--- config.mk ---
export PLATFORM = sky130hd
export DESIGN_NAME = mmsTop
export DESIGN_NICKNAME = d
export VERILOG_FILES = /design/src/verilog/mmsPkg.sv /design/src/verilog/mergeVerify.sv /design/src/verilog/mmsTop.sv /design/src/verilog/preemptControl.sv /design/src/verilog/rxSmdDecoder.sv /design/src/verilog/txSmdEncoder.sv
export VERILOG_INCLUDE_DIRS = /design/src /design/src/verilog
export SDC_FILE = /design/constraint.sdc
export NUM_CORES = 1
export LEC_CHECK = 0
export BUFFER_PORTS_ARGS = -buffer_cell sky130_fd_sc_hd__buf_4
export CAP_MARGIN = 20
export CORE_MARGIN = 3
export CORE_UTILIZATION = 60
export CTS_CLUSTER_SIZE = 25
export DETAILED_ROUTE_END_ITERATION = 10
export PLACE_DENSITY = 0.87
export SLEW_MARGIN = 5
export SYNTH_ARGS = -nofsm -noshare
export SYNTH_HDL_FRONTEND = slang
export SYNTH_HIERARCHICAL = 1
export SYNTH_SLANG_ARGS = --single-unit
--- constraint.sdc ---
create_clock -name clk -period 4.5 [get_ports clk]
set_input_delay 0.45 -clock clk [delete_from_list [all_inputs] [get_ports clk]]
set_output_delay 0.45 -clock clk [all_outputs]
set_load 0.02 [all_outputs]
--- src/verilog/mmsConfig_config.svh ---
// ----------------------------------------------------------
// MAC Merge sublayer configuration constants
// Fragment sizing, verify timer and retry limit
// SMD octet encodings for express and preemptable traffic
// ----------------------------------------------------------
`ifndef MMS_CONFIG_SVH
`define MMS_CONFIG_SVH

// Minimum fragment length in octets
`define MMS_MIN_FRAG        64
// Verify timer length in clock cycles
`define MMS_VERIFY_TIME     100
// Verify attempts before giving up
`define MMS_VERIFY_LIMIT    3
// Width of octet counters
`define MMS_FRAG_W          11

// Express start, verify and respond codes
`define MMS_PREAMBLE        8'h55
`define MMS_SMD_E           8'hD5
`define MMS_SMD_V           8'h07
`define MMS_SMD_R           8'h19

// Start of preemptable frame, one code per frame count
`define MMS_SMD_S0          8'hE6
`define MMS_SMD_S1          8'h4C
`define MMS_SMD_S2          8'h7F
`define MMS_SMD_S3          8'hB3

// Continuation fragment, one code per frame count
`define MMS_SMD_C0          8'h61
`define MMS_SMD_C1          8'h52
`define MMS_SMD_C2          8'h9E
`define MMS_SMD_C3          8'h2A

`endif

--- src/verilog/mmsPkg.sv ---
// ----------------------------------------------------------
// Shared types for the MAC Merge control path
// SMD classes, frame count, octet count, verify states
// ----------------------------------------------------------
`include "mmsConfig_config.svh"

package mmsPkg;

    // Class of one received SMD octet
    typedef enum logic [2:0]
    {
        PREAMBLE = 3'd0,
        SMD_E    = 3'd1,
        SMD_S    = 3'd2,
        SMD_C    = 3'd3,
        SMD_V    = 3'd4,
        SMD_R    = 3'd5,
        SMD_ERR  = 3'd6
    } smdKind_e;

    // Rolling count carried by SMD-S and SMD-C
    typedef logic [1:0] frameCnt_t;

    // Octet count for fragment size and remaining length
    typedef logic [`MMS_FRAG_W-1:0] fragSize_t;

    // Verification handshake states
    typedef enum logic [2:0]
    {
        INIT_VERIFICATION = 3'd0,
        VERIFICATION_IDLE = 3'd1,
        SEND_VERIFY       = 3'd2,
        WAIT_FOR_RESPONSE = 3'd3,
        VERIFIED          = 3'd4,
        VERIFY_FAIL       = 3'd5
    } verifyState_e;

endpackage

--- src/verilog/mergeVerify.sv ---
// ----------------------------------------------------------
// Preemption verification and respond logic
// Verify FSM with timer and attempt count, SMD-R answer,
// and the pActive level
// ----------------------------------------------------------
`include "mmsConfig_config.svh"

module mergeVerify
(
    input  logic    clk,
    input  logic    reset_begin,
    input  logic    pEnable,
    input  logic    disableVerify,
    input  logic    linkFail,
    input  logic    rcvV,
    input  logic    rcvR,
    output logic    sendV,
    output logic    sendR,
    output logic    verified,
    output logic    verifyFail,
    output logic    pActive
);

    localparam int TimerW = $clog2(`MMS_VERIFY_TIME + 1);
    localparam int CntW   = $clog2(`MMS_VERIFY_LIMIT + 1);

    mmsPkg::verifyState_e state;
    logic [TimerW-1:0]    verifyTimer;
    logic [CntW-1:0]      verifyCnt;
    logic                 abort;

    // Any of these forces the handshake back to the start
    assign abort = linkFail || !pEnable || disableVerify;

    always_ff @(posedge clk)
    begin
        sendV <= 1'b0;
        if (reset_begin || abort)
        begin
            state      <= mmsPkg::INIT_VERIFICATION;
            sendV      <= 1'b0;
            verified   <= 1'b0;
            verifyFail <= 1'b0;
            verifyCnt  <= '0;
        end
        else
        begin
            case (state)
                mmsPkg::INIT_VERIFICATION: state <= mmsPkg::VERIFICATION_IDLE;
                mmsPkg::VERIFICATION_IDLE:
                begin
                    // First attempt
                    state       <= mmsPkg::SEND_VERIFY;
                    sendV       <= 1'b1;
                    verifyCnt   <= verifyCnt + 1'b1;
                    verifyTimer <= TimerW'(`MMS_VERIFY_TIME - 1);
                end
                mmsPkg::SEND_VERIFY: state <= mmsPkg::WAIT_FOR_RESPONSE;
                mmsPkg::WAIT_FOR_RESPONSE:
                begin
                    if (rcvR)
                    begin
                        state    <= mmsPkg::VERIFIED;
                        verified <= 1'b1;
                    end
                    else if (verifyTimer != '0)
                    begin
                        verifyTimer <= verifyTimer - 1'b1;
                    end
                    else if (verifyCnt >= CntW'(`MMS_VERIFY_LIMIT))
                    begin
                        state      <= mmsPkg::VERIFY_FAIL;
                        verifyFail <= 1'b1;
                    end
                    else
                    begin
                        // Timer expired, retry
                        state       <= mmsPkg::SEND_VERIFY;
                        sendV       <= 1'b1;
                        verifyCnt   <= verifyCnt + 1'b1;
                        verifyTimer <= TimerW'(`MMS_VERIFY_TIME - 1);
                    end
                end
                // Terminal until an abort
                default: state <= state;
            endcase
        end
    end

    // Respond side answers every verify regardless of state
    always_ff @(posedge clk)
    begin
        if (reset_begin)
            sendR <= 1'b0;
        else
            sendR <= rcvV;
    end

    assign pActive = pEnable && (verified || disableVerify);

    assert property (@(posedge clk) disable iff (reset_begin) !(verified && verifyFail));

endmodule

--- src/verilog/mmsTop.sv ---
// ----------------------------------------------------------
// MAC Merge control path top level
// Receive decode, verification, preempt control, SMD encode
// ----------------------------------------------------------

module mmsTop
(
    input  logic                clk,
    input  logic                reset_begin,
    // Receive side
    input  logic                rxValid,
    input  logic [7:0]          rxOctet,
    // Preemptable frame
    input  logic                pStart,
    input  logic                pOctet,
    input  mmsPkg::fragSize_t   pRemain,
    // Express frame
    input  logic                eReq,
    input  logic                eStart,
    // Management
    input  logic                pEnable,
    input  logic                disableVerify,
    input  logic                linkFail,
    input  logic [1:0]          addFragSize,
    // Results
    output logic                txSmdValid,
    output logic [7:0]          txSmd,
    output logic                rxKindValid,
    output mmsPkg::smdKind_e    rxKind,
    output mmsPkg::frameCnt_t   rxFrameCnt,
    output logic                preempt,
    output logic                pActive,
    output logic                verified,
    output logic                verifyFail
);

    logic              rcvV, rcvR;
    logic              sendV, sendR;
    logic              startReq, resumeReq;
    mmsPkg::frameCnt_t frameCnt;

    rxSmdDecoder i_rxSmdDecoder
    (
        .clk(clk), .reset_begin(reset_begin),
        .rxValid(rxValid), .rxOctet(rxOctet),
        .rxKindValid(rxKindValid), .rxKind(rxKind), .rxFrameCnt(rxFrameCnt),
        .rcvV(rcvV), .rcvR(rcvR)
    );

    mergeVerify i_mergeVerify
    (
        .clk(clk), .reset_begin(reset_begin),
        .pEnable(pEnable), .disableVerify(disableVerify), .linkFail(linkFail),
        .rcvV(rcvV), .rcvR(rcvR),
        .sendV(sendV), .sendR(sendR),
        .verified(verified), .verifyFail(verifyFail), .pActive(pActive)
    );

    preemptControl i_preemptControl
    (
        .clk(clk), .reset_begin(reset_begin),
        .pActive(pActive), .pStart(pStart), .pOctet(pOctet), .pRemain(pRemain),
        .eReq(eReq), .addFragSize(addFragSize),
        .preempt(preempt), .startReq(startReq), .resumeReq(resumeReq),
        .frameCnt(frameCnt)
    );

    txSmdEncoder i_txSmdEncoder
    (
        .clk(clk), .reset_begin(reset_begin),
        .sendV(sendV), .sendR(sendR), .startReq(startReq), .resumeReq(resumeReq),
        .eStart(eStart), .frameCnt(frameCnt),
        .txSmdValid(txSmdValid), .txSmd(txSmd)
    );

endmodule

--- src/verilog/preemptControl.sv ---
// ----------------------------------------------------------
// Preempt decision for the preemptable transmit path
// Fragment octet counter, rolling frame count, preempt level
// and resume request
// ----------------------------------------------------------
`include "mmsConfig_config.svh"

module preemptControl
(
    input  logic                clk,
    input  logic                reset_begin,
    input  logic                pActive,
    input  logic                pStart,
    input  logic                pOctet,
    input  mmsPkg::fragSize_t   pRemain,
    input  logic                eReq,
    input  logic [1:0]          addFragSize,
    output logic                preempt,
    output logic                startReq,
    output logic                resumeReq,
    output mmsPkg::frameCnt_t   frameCnt
);

    localparam mmsPkg::fragSize_t MinFrag = mmsPkg::fragSize_t'(`MMS_MIN_FRAG);

    mmsPkg::fragSize_t fragSize;
    mmsPkg::fragSize_t fragThresh;
    logic              firstSeen;
    logic              preemptCond;

    // minFrag x (1 + addFragSize) - 4
    assign fragThresh = mmsPkg::fragSize_t'(`MMS_MIN_FRAG * (32'(addFragSize) + 1) - 4);

    // Enough sent, enough left, and an express frame waiting
    assign preemptCond = pActive && eReq && (fragSize >= fragThresh) && (pRemain > MinFrag);

    always_ff @(posedge clk)
    begin
        if (reset_begin)
        begin
            fragSize  <= '0;
            frameCnt  <= 2'd0;
            firstSeen <= 1'b0;
            startReq  <= 1'b0;
            resumeReq <= 1'b0;
            preempt   <= 1'b0;
        end
        else
        begin
            // Count restarts with each new preemptable frame
            if (pStart)
                fragSize <= '0;
            else if (pOctet && (fragSize != '1))
                fragSize <= fragSize + 1'b1;
            // First frame keeps count 0
            if (pStart)
            begin
                firstSeen <= 1'b1;
                if (firstSeen)
                    frameCnt <= frameCnt + 1'b1;
            end
            startReq  <= pStart;
            preempt   <= preemptCond;
            // preempt already implies eReq was high last cycle
            resumeReq <= preempt && !eReq;
        end
    end

    assert property (@(posedge clk) disable iff (reset_begin) preempt |-> $past(pActive));

endmodule

--- src/verilog/rxSmdDecoder.sv ---
// ----------------------------------------------------------
// Receive SMD decoder
// Classifies each received octet, extracts the frame count
// and flags SMD-V / SMD-R for the verify logic
// ----------------------------------------------------------
`include "mmsConfig_config.svh"

module rxSmdDecoder
(
    input  logic                clk,
    input  logic                reset_begin,
    input  logic                rxValid,
    input  logic [7:0]          rxOctet,
    output logic                rxKindValid,
    output mmsPkg::smdKind_e    rxKind,
    output mmsPkg::frameCnt_t   rxFrameCnt,
    output logic                rcvV,
    output logic                rcvR
);

    mmsPkg::smdKind_e  kindNow;
    mmsPkg::frameCnt_t cntNow;

    // Table lookup on the raw octet
    always_comb
    begin
        kindNow = mmsPkg::SMD_ERR;
        cntNow  = 2'd0;
        case (rxOctet)
            `MMS_PREAMBLE: kindNow = mmsPkg::PREAMBLE;
            `MMS_SMD_E:    kindNow = mmsPkg::SMD_E;
            `MMS_SMD_V:    kindNow = mmsPkg::SMD_V;
            `MMS_SMD_R:    kindNow = mmsPkg::SMD_R;
            // Start codes carry the frame count
            `MMS_SMD_S0: begin kindNow = mmsPkg::SMD_S; cntNow = 2'd0; end
            `MMS_SMD_S1: begin kindNow = mmsPkg::SMD_S; cntNow = 2'd1; end
            `MMS_SMD_S2: begin kindNow = mmsPkg::SMD_S; cntNow = 2'd2; end
            `MMS_SMD_S3: begin kindNow = mmsPkg::SMD_S; cntNow = 2'd3; end
            // Continuation codes as well
            `MMS_SMD_C0: begin kindNow = mmsPkg::SMD_C; cntNow = 2'd0; end
            `MMS_SMD_C1: begin kindNow = mmsPkg::SMD_C; cntNow = 2'd1; end
            `MMS_SMD_C2: begin kindNow = mmsPkg::SMD_C; cntNow = 2'd2; end
            `MMS_SMD_C3: begin kindNow = mmsPkg::SMD_C; cntNow = 2'd3; end
            default:     kindNow = mmsPkg::SMD_ERR;
        endcase
    end

    // One cycle of latency on every output
    always_ff @(posedge clk)
    begin
        if (reset_begin)
        begin
            rxKindValid <= 1'b0;
            rxKind      <= mmsPkg::PREAMBLE;
            rxFrameCnt  <= 2'd0;
            rcvV        <= 1'b0;
            rcvR        <= 1'b0;
        end
        else
        begin
            rxKindValid <= rxValid;
            // Verify handshake only sees qualified octets
            rcvV        <= rxValid && (kindNow == mmsPkg::SMD_V);
            rcvR        <= rxValid && (kindNow == mmsPkg::SMD_R);
            if (rxValid)
            begin
                rxKind     <= kindNow;
                rxFrameCnt <= cntNow;
            end
        end
    end

    // A single octet is never both verify and respond
    assert property (@(posedge clk) disable iff (reset_begin) !(rcvV && rcvR));

endmodule

--- src/verilog/txSmdEncoder.sv ---
// ----------------------------------------------------------
// Transmit SMD encoder
// Pending flags per SMD kind, fixed priority V R S C E,
// one SMD octet per cycle
// ----------------------------------------------------------
`include "mmsConfig_config.svh"

module txSmdEncoder
(
    input  logic                clk,
    input  logic                reset_begin,
    input  logic                sendV,
    input  logic                sendR,
    input  logic                startReq,
    input  logic                resumeReq,
    input  logic                eStart,
    input  mmsPkg::frameCnt_t   frameCnt,
    output logic                txSmdValid,
    output logic [7:0]          txSmd
);

    logic              pendV, pendR, pendS, pendC, pendE;
    logic              reqV, reqR, reqS, reqC, reqE;
    logic              nxtV, nxtR, nxtS, nxtC, nxtE;
    mmsPkg::frameCnt_t heldS, heldC, cntS, cntC;
    logic [7:0]        code;

    function automatic logic [7:0] sCode(input mmsPkg::frameCnt_t cnt);
        case (cnt)
            2'd0:    return `MMS_SMD_S0;
            2'd1:    return `MMS_SMD_S1;
            2'd2:    return `MMS_SMD_S2;
            default: return `MMS_SMD_S3;
        endcase
    endfunction

    function automatic logic [7:0] cCode(input mmsPkg::frameCnt_t cnt);
        case (cnt)
            2'd0:    return `MMS_SMD_C0;
            2'd1:    return `MMS_SMD_C1;
            2'd2:    return `MMS_SMD_C2;
            default: return `MMS_SMD_C3;
        endcase
    endfunction

    function automatic logic isSCode(input logic [7:0] octet);
        return (octet == `MMS_SMD_S0) || (octet == `MMS_SMD_S1) ||
               (octet == `MMS_SMD_S2) || (octet == `MMS_SMD_S3);
    endfunction

    always_comb
    begin
        // New requests merge into pending, repeats collapse
        reqV = pendV || sendV;
        reqR = pendR || sendR;
        reqS = pendS || startReq;
        reqC = pendC || resumeReq;
        reqE = pendE || eStart;
        cntS = startReq ? frameCnt : heldS;
        cntC = resumeReq ? frameCnt : heldC;
        {nxtV, nxtR, nxtS, nxtC, nxtE} = {reqV, reqR, reqS, reqC, reqE};
        code = 8'h00;
        // Highest priority wins and leaves the pending set
        if (reqV)
        begin
            code = `MMS_SMD_V;
            nxtV = 1'b0;
        end
        else if (reqR)
        begin
            code = `MMS_SMD_R;
            nxtR = 1'b0;
        end
        else if (reqS)
        begin
            code = sCode(cntS);
            nxtS = 1'b0;
        end
        else if (reqC)
        begin
            code = cCode(cntC);
            nxtC = 1'b0;
        end
        else if (reqE)
        begin
            code = `MMS_SMD_E;
            nxtE = 1'b0;
        end
    end

    always_ff @(posedge clk)
    begin
        if (reset_begin)
        begin
            {pendV, pendR, pendS, pendC, pendE} <= 5'b0;
            txSmdValid <= 1'b0;
        end
        else
        begin
            {pendV, pendR, pendS, pendC, pendE} <= {nxtV, nxtR, nxtS, nxtC, nxtE};
            txSmdValid <= reqV || reqR || reqS || reqC || reqE;
        end
    end

    // Octet and held counts
    always_ff @(posedge clk)
    begin
        txSmd <= code;
        heldS <= cntS;
        heldC <= cntC;
    end

    // Back-to-back identical SMD-S needs a fresh start request
    assert property (@(posedge clk) disable iff (reset_begin)
        (txSmdValid && $past(txSmdValid) && isSCode(txSmd) && (txSmd == $past(txSmd)))
        |-> $past(startReq));

endmodule
# Word level (Yosys, flattened, before mapping)
# Cells that the tools add are included.
# classes
n_div	0
mul	0
mux	35
bitwise_logic	4
shifts	0
n_addsub	6
eq_ne	27
n_reduce_logical	42
order_cmp	3
# op_table
op	count
case mux 8 bit (3 select lines)	2
equality test 8 x 7 -> 1 bit, second input constant	5
equality test 8 bit, second input constant	4
2-to-1 mux 8 bit	3
2-to-1 mux 7 bit	3
case mux 3 bit (6 select lines)	1
case mux 7 bit (2 select lines)	1
logical OR 1 bit	12
2-to-1 mux 1 bit	12
case mux 3 bit (4 select lines)	1
AND reduction 4 bit	3
OR reduction 2 bit	6
adder 11 x 1 -> 11 bit, second input constant	1
greater-or-equal comparator 11 bit	1
greater-than comparator 11 x 7 -> 1 bit, second input constant	1
inequality test 11 bit, second input constant	1
subtractor 11 x 3 -> 11 bit, second input constant	1
2-to-1 mux 2 bit	5
2-to-1 mux 3 bit	3
equality test 8 x 3 -> 1 bit, second input constant	1
equality test 8 x 5 -> 1 bit, second input constant	1
equality test 8 x 6 -> 1 bit, second input constant	1
logical AND 1 bit	8
OR reduction 4 bit	2
other kinds (24)	38
# word_totals
ff_bits	58
elab_cells	144
out_inout_bits	19
latchBits	0
mem_count	0
rom_bits	0
mem_bits_rw	0
in_bits	31

# Longest topological paths before layout
# logic_depth
word_depth	6
mapped_depth	7
depth_no_buf	6

# Cells and area by module
# Netlist, hierarchy kept.
# by_module_without_submodules
module	cells_each	instances	seq_area_each_um2	area_each_um2
preemptControl	98	1	340.3	897.1
mergeVerify	76	1	390.4	743.2
txSmdEncoder	67	1	340.3	676.9
rxSmdDecoder	79	1	160.2	598.1

# Worst setup path before layout
# OpenSTA, ideal clock, no wires.
# synth_timing
path_type	reg-to-reg
start	register i_mergeVerify.verifyTimer[0]
end	register i_mergeVerify.verifyTimer[0], enable pin
n_path_buf	0
t_arrival_ns	1.747
required_time_ns	4.232
setup_ns	0.268
path_slack_ns	2.485
stages_incl_launch_ff	7
synth_period_minus_slack_ns	2.015
cell_sequence	edfxtp_1 -> inv_1 -> ha_1 -> or4b_4 -> nor4b_1 -> o21a_1 -> nor2_1
# synth_via
elab_chain_cells	3
# synth_rtl
item	line_no	source
start, declared	mergeVerify.sv:28	logic [TimerW-1:0] verifyTimer;
start signal, assigned	mergeVerify.sv:56	verifyTimer <= TimerW'(`MMS_VERIFY_TIME - 1);
start signal, assigned	mergeVerify.sv:68	verifyTimer <= verifyTimer - 1'b1;
start signal, assigned	mergeVerify.sv:81	verifyTimer <= TimerW'(`MMS_VERIFY_TIME - 1);
nonzero test 7 bit	mergeVerify.sv:66	else if (verifyTimer != '0)
inequality test 3 x 2 -> 1 bit (no source line)	--	
AND reduction 4 bit (no source line)	--	
# Every way passes these cells.
# A chain may end at the register's enable or synchronous reset.

# Worst setup path in the final report
# Same ends and word-level chain as after synthesis.

==> results.txt <==
----------------------------------------------------
[Status]
  Status ... completed

[Clock network]
  Maximum root-to-sink buffer count ... 2
  Number of sinks driven by the clock tree ... 58
  Post-CTS setup buffer count ... 0
  TritonCTS clock tree ... done
  Master cell of the clock root buffer ... sky130_fd_sc_hd__clkbuf_8
  Clock transition at the registers of the reported paths ... around 0.06 ns
  CTS resizes ... 0
  Number of H-tree levels ... 3
  Inserted Clock Buffers ... 9
  Worst-Skew Late Latency ... 0.32 ns
  Hold Buf Count CTS ... 0

[Floorplan]
  Ports placed on the boundary ... 50
  Row Count ... 24
  Initial Utilization ... 64.3%
  Width of the die ... ~76 µm
  Die Height ... between 70 and 80 µm
  Core box area ... between 4000 and 5000 µm²
  Total die area ... 5730 µm²

[Power and ir drop]
  Power density of the placed cells ... approximately 340 nW/µm²
  Leakage power figure ... around 1.5 nW
  Total power draw ... between 1 and 1.5 mW
  Worst supply voltage drop on vdd ... approximately 0.00019 V

[Placed design]
  Pre-CTS setup slack ... 2.28 ns
  Port Buffer Count ... 49
  Routability cong. ... 0.905
  Placed wire-length estimate after detailed placement ... between 4000 and 5000 µm

[STA]
  Total count of max-transition violations in the final report ... 0
  Final hold viol count ... 0
  Setup repair after global routing missed its margin ... false
  Worst slack on hold paths ... just over 0.3 ns
  Top achievable clock speed ... ~0.44 GHz
  Least-Margin Pin Slew ... roughly 0.59 ns
  Worst clock skew on the final layout ... just over 0.009 ns
  Final Critical Period ... around 2.3 ns
  Fraction of the cycle the final worst path needs ... around half
  Final WS setup ... approximately 2.2 ns
  Headroom to the max-slew limit ... 60.4%
  Number of setup violations in the final report ... 0
  Total Negative Setup Slacks ... 0 ns

[Critical path]
  Crit path max fanout ... 7
  Required time at the endpoint of the critical path ... about 4.5 ns
  Startpoint class of the critical path ... flop
  Crit path kind ... flop to flop
  Endpoint arrival time on the critical path ... between 2 and 2.5 ns
  Worst setup EP type ... flop

[Cells and area]
  Diodes inserted ... 0
  Fill cells ... between 300 and 400
  Area Growth Syn to Fin ... 21.5%
  Finished Core Util ... roughly four fifths
  Layout cell share with drive strength beyond 1 ... 21.8%
  Number of nets in the layout ... 413

[Yosys]
  Top cell type by total area after synthesis ... sky130_fd_sc_hd__dfxtp_1
  Unique cell type count in the Yosys netlist ... 71
  Fraction of the yosys area taken by sequential cells ... roughly 42%
  Avg Inst Size Synth ... between 9 and 10 µm²
  Post-synth top area share ... a little over a third
  Top cell types by occurrence after synthesis ... sky130_fd_sc_hd__dfxtp_1 (51), sky130_fd_sc_hd__nor2_1 (35), sky130_fd_sc_hd__nand2_1 (24)
  Synth Cell Area ... about 2900 µm²
  Most instantiated library cell after synthesis ... sky130_fd_sc_hd__dfxtp_1
  Number of instances in the synthesized netlist ... 320
  Synth Warn # ... 6
  Number of flops mapped to enable cells by yosys ... 7
  Top_reg_cell synth ... sky130_fd_sc_hd__dfxtp_1
  Largest cells by area after synthesis ... sky130_fd_sc_hd__dfxtp_1 (35%), sky130_fd_sc_hd__edfxtp_1 (7.2%), sky130_fd_sc_hd__ha_1 (4.7%)
  Total of flip-flops plus latches after synthesis ... between 50 and 60
  Number of nets in the synthesized netlist ... around 360
  Share of async-settable or async-resettable flops after synthesis ... 0%

[Global routing]
  Maximum number of pins on one net before global-route repair ... 24
  Aggregate global-route resource usage ... a little under a quarter
  Via count of the first global-routing pass ... 2,357
  Antenna violations before repair ... 0
  Global-route wire length before repair ... between 10,000 and 15,000 µm
  Total global routing overflow ... 0

[Drt]
  Vias per Instance ... between 5 and 6
  Final routed wirelength across all metal layers ... approximately 6400 µm
  Iter 0 DRT Violations ... 152
  Via count ... ~2,600
  Antenna Violating Nets Remaining ... 0
  Number of DRC violations after detailed routing ... 0
  Wirelength per Cell ... between 10 and 15 µm
  First-pass detailed-route iteration total ... 5

[Job]
  Max-cap violation count ... 0

[Min path]
  Worst hold path class ... input port to flop

----------------------------------------------------
-- layout make-up --
cell class	instances	area (µm²)	area share, %
timing repair buffer	49	368	10.4
multi-input combinational	236	1570	44.2
inverter	17	63.8	1.80
sequential	58	1230	34.7
tap	65	81.3	2.30
clock buffer	10	128	3.60
clock inverter	6	105	2.97
-- worst max-delay path, cell delays in order (launching register included) --
cell	delay, ns
sky130_fd_sc_hd__edfxtp_1	0.41
sky130_fd_sc_hd__inv_1	0.08
sky130_fd_sc_hd__ha_1	0.21
sky130_fd_sc_hd__or4b_4	0.52
sky130_fd_sc_hd__nor4b_1	0.42
sky130_fd_sc_hd__o21a_1	0.21
sky130_fd_sc_hd__nor2_1	0.15
-- cell families (layout without fill, tap and decap cells) --
logic type / after synthesis / after routing / share of synthesized area [%]
xor+xnor: 10 / 10 / 3.00
fa+ha+maj: 11 / 11 / 4.72
simple gates: 144 / 144 / 28.2
compound gates: 67 / 67 / 16.6
buf+inv: 26 / 82 / 4.03
mux: 3 / 3 / 1.07
flops: 58 / 58 / 42.2
other cells: 1 / 1 / 0.129
-- state kept, by name, summed over array words and instances, names as in the netlist, 3 cells and up --
register and cells:
i_txSmdEncoder/txSmd 8, i_preemptControl/fragSize 11, i_rxSmdDecoder/rxKind 3, i_mergeVerify/verifyTimer 7
i_mergeVerify/state 3
-- through the flow --
| step | instances | area [µm²] |
|---|---|---|
| floorplan | 320 | 2920 |
| global placement | 425 | 3310 |
| detailed placement | 425 | 3310 |
| CTS | 441 | 3540 |
| global route | 441 | 3540 |
| finish | 441 | 3540 |
-- cells in the final DEF, fill, tap and decap left out, drive strengths merged, types with 3 or more instances in the layout --
master  count
edfxtp      7
or3         4
bufinv      3
clkbuf     10
or2         3
xnor2       5
a22oi       3
clkinv      3
and2        5
or4         4
xor2        5
o21ai       8
o211ai      4
nand2b      3
inv        17
a31oi       5
nand3b      5
nor2b      11
a211oi      4
a21oi      18
ha         11
nand2      24
and3        6
o21a        5
nor3       10
nand3       8
nor4b       4
buf        49
dfxtp      51
nor2       37
nand4      11
-- path summary, 6_finish.rpt --
| check | slack, ns | endpoint | depth (start not counted) | from |
|---|---|---|---|---|
| min reg2reg | 0.43 | i_mergeVerify/sendR$_SDFF_PP0_ | 1 | i_rxSmdDecoder/rcvV$_SDFF_PP0_ |
| max | 2.22 | i_mergeVerify/verifyTimer[0]$_SDFFCE_PN1P_ | 6 | i_mergeVerify/verifyTimer[0]$_SDFFCE_PN1P_ |
| min | 0.31 | i_preemptControl/resumeReq$_SDFF_PP0_ | 2 | eReq |
| max reg2reg | 2.22 | i_mergeVerify/verifyTimer[0]$_SDFFCE_PN1P_ | 6 | i_mergeVerify/verifyTimer[0]$_SDFFCE_PN1P_ |
-- per-layer routing --
layer,track usage (%),wire length [µm]
met5,0,0
met4,8.74,39
met3,6.33,426
met2,38.1,3090
met1,31.5,2800
-- power breakdown --
group,switching (mW),leakage (nW),total (mW),internal (mW)
Sequential,0.00741,0.472,0.544,0.536
Combinational,0.0598,0.872,0.112,0.0523
Clock,0.192,0.120,0.557,0.365
Power figures use the tool's default switching activity.
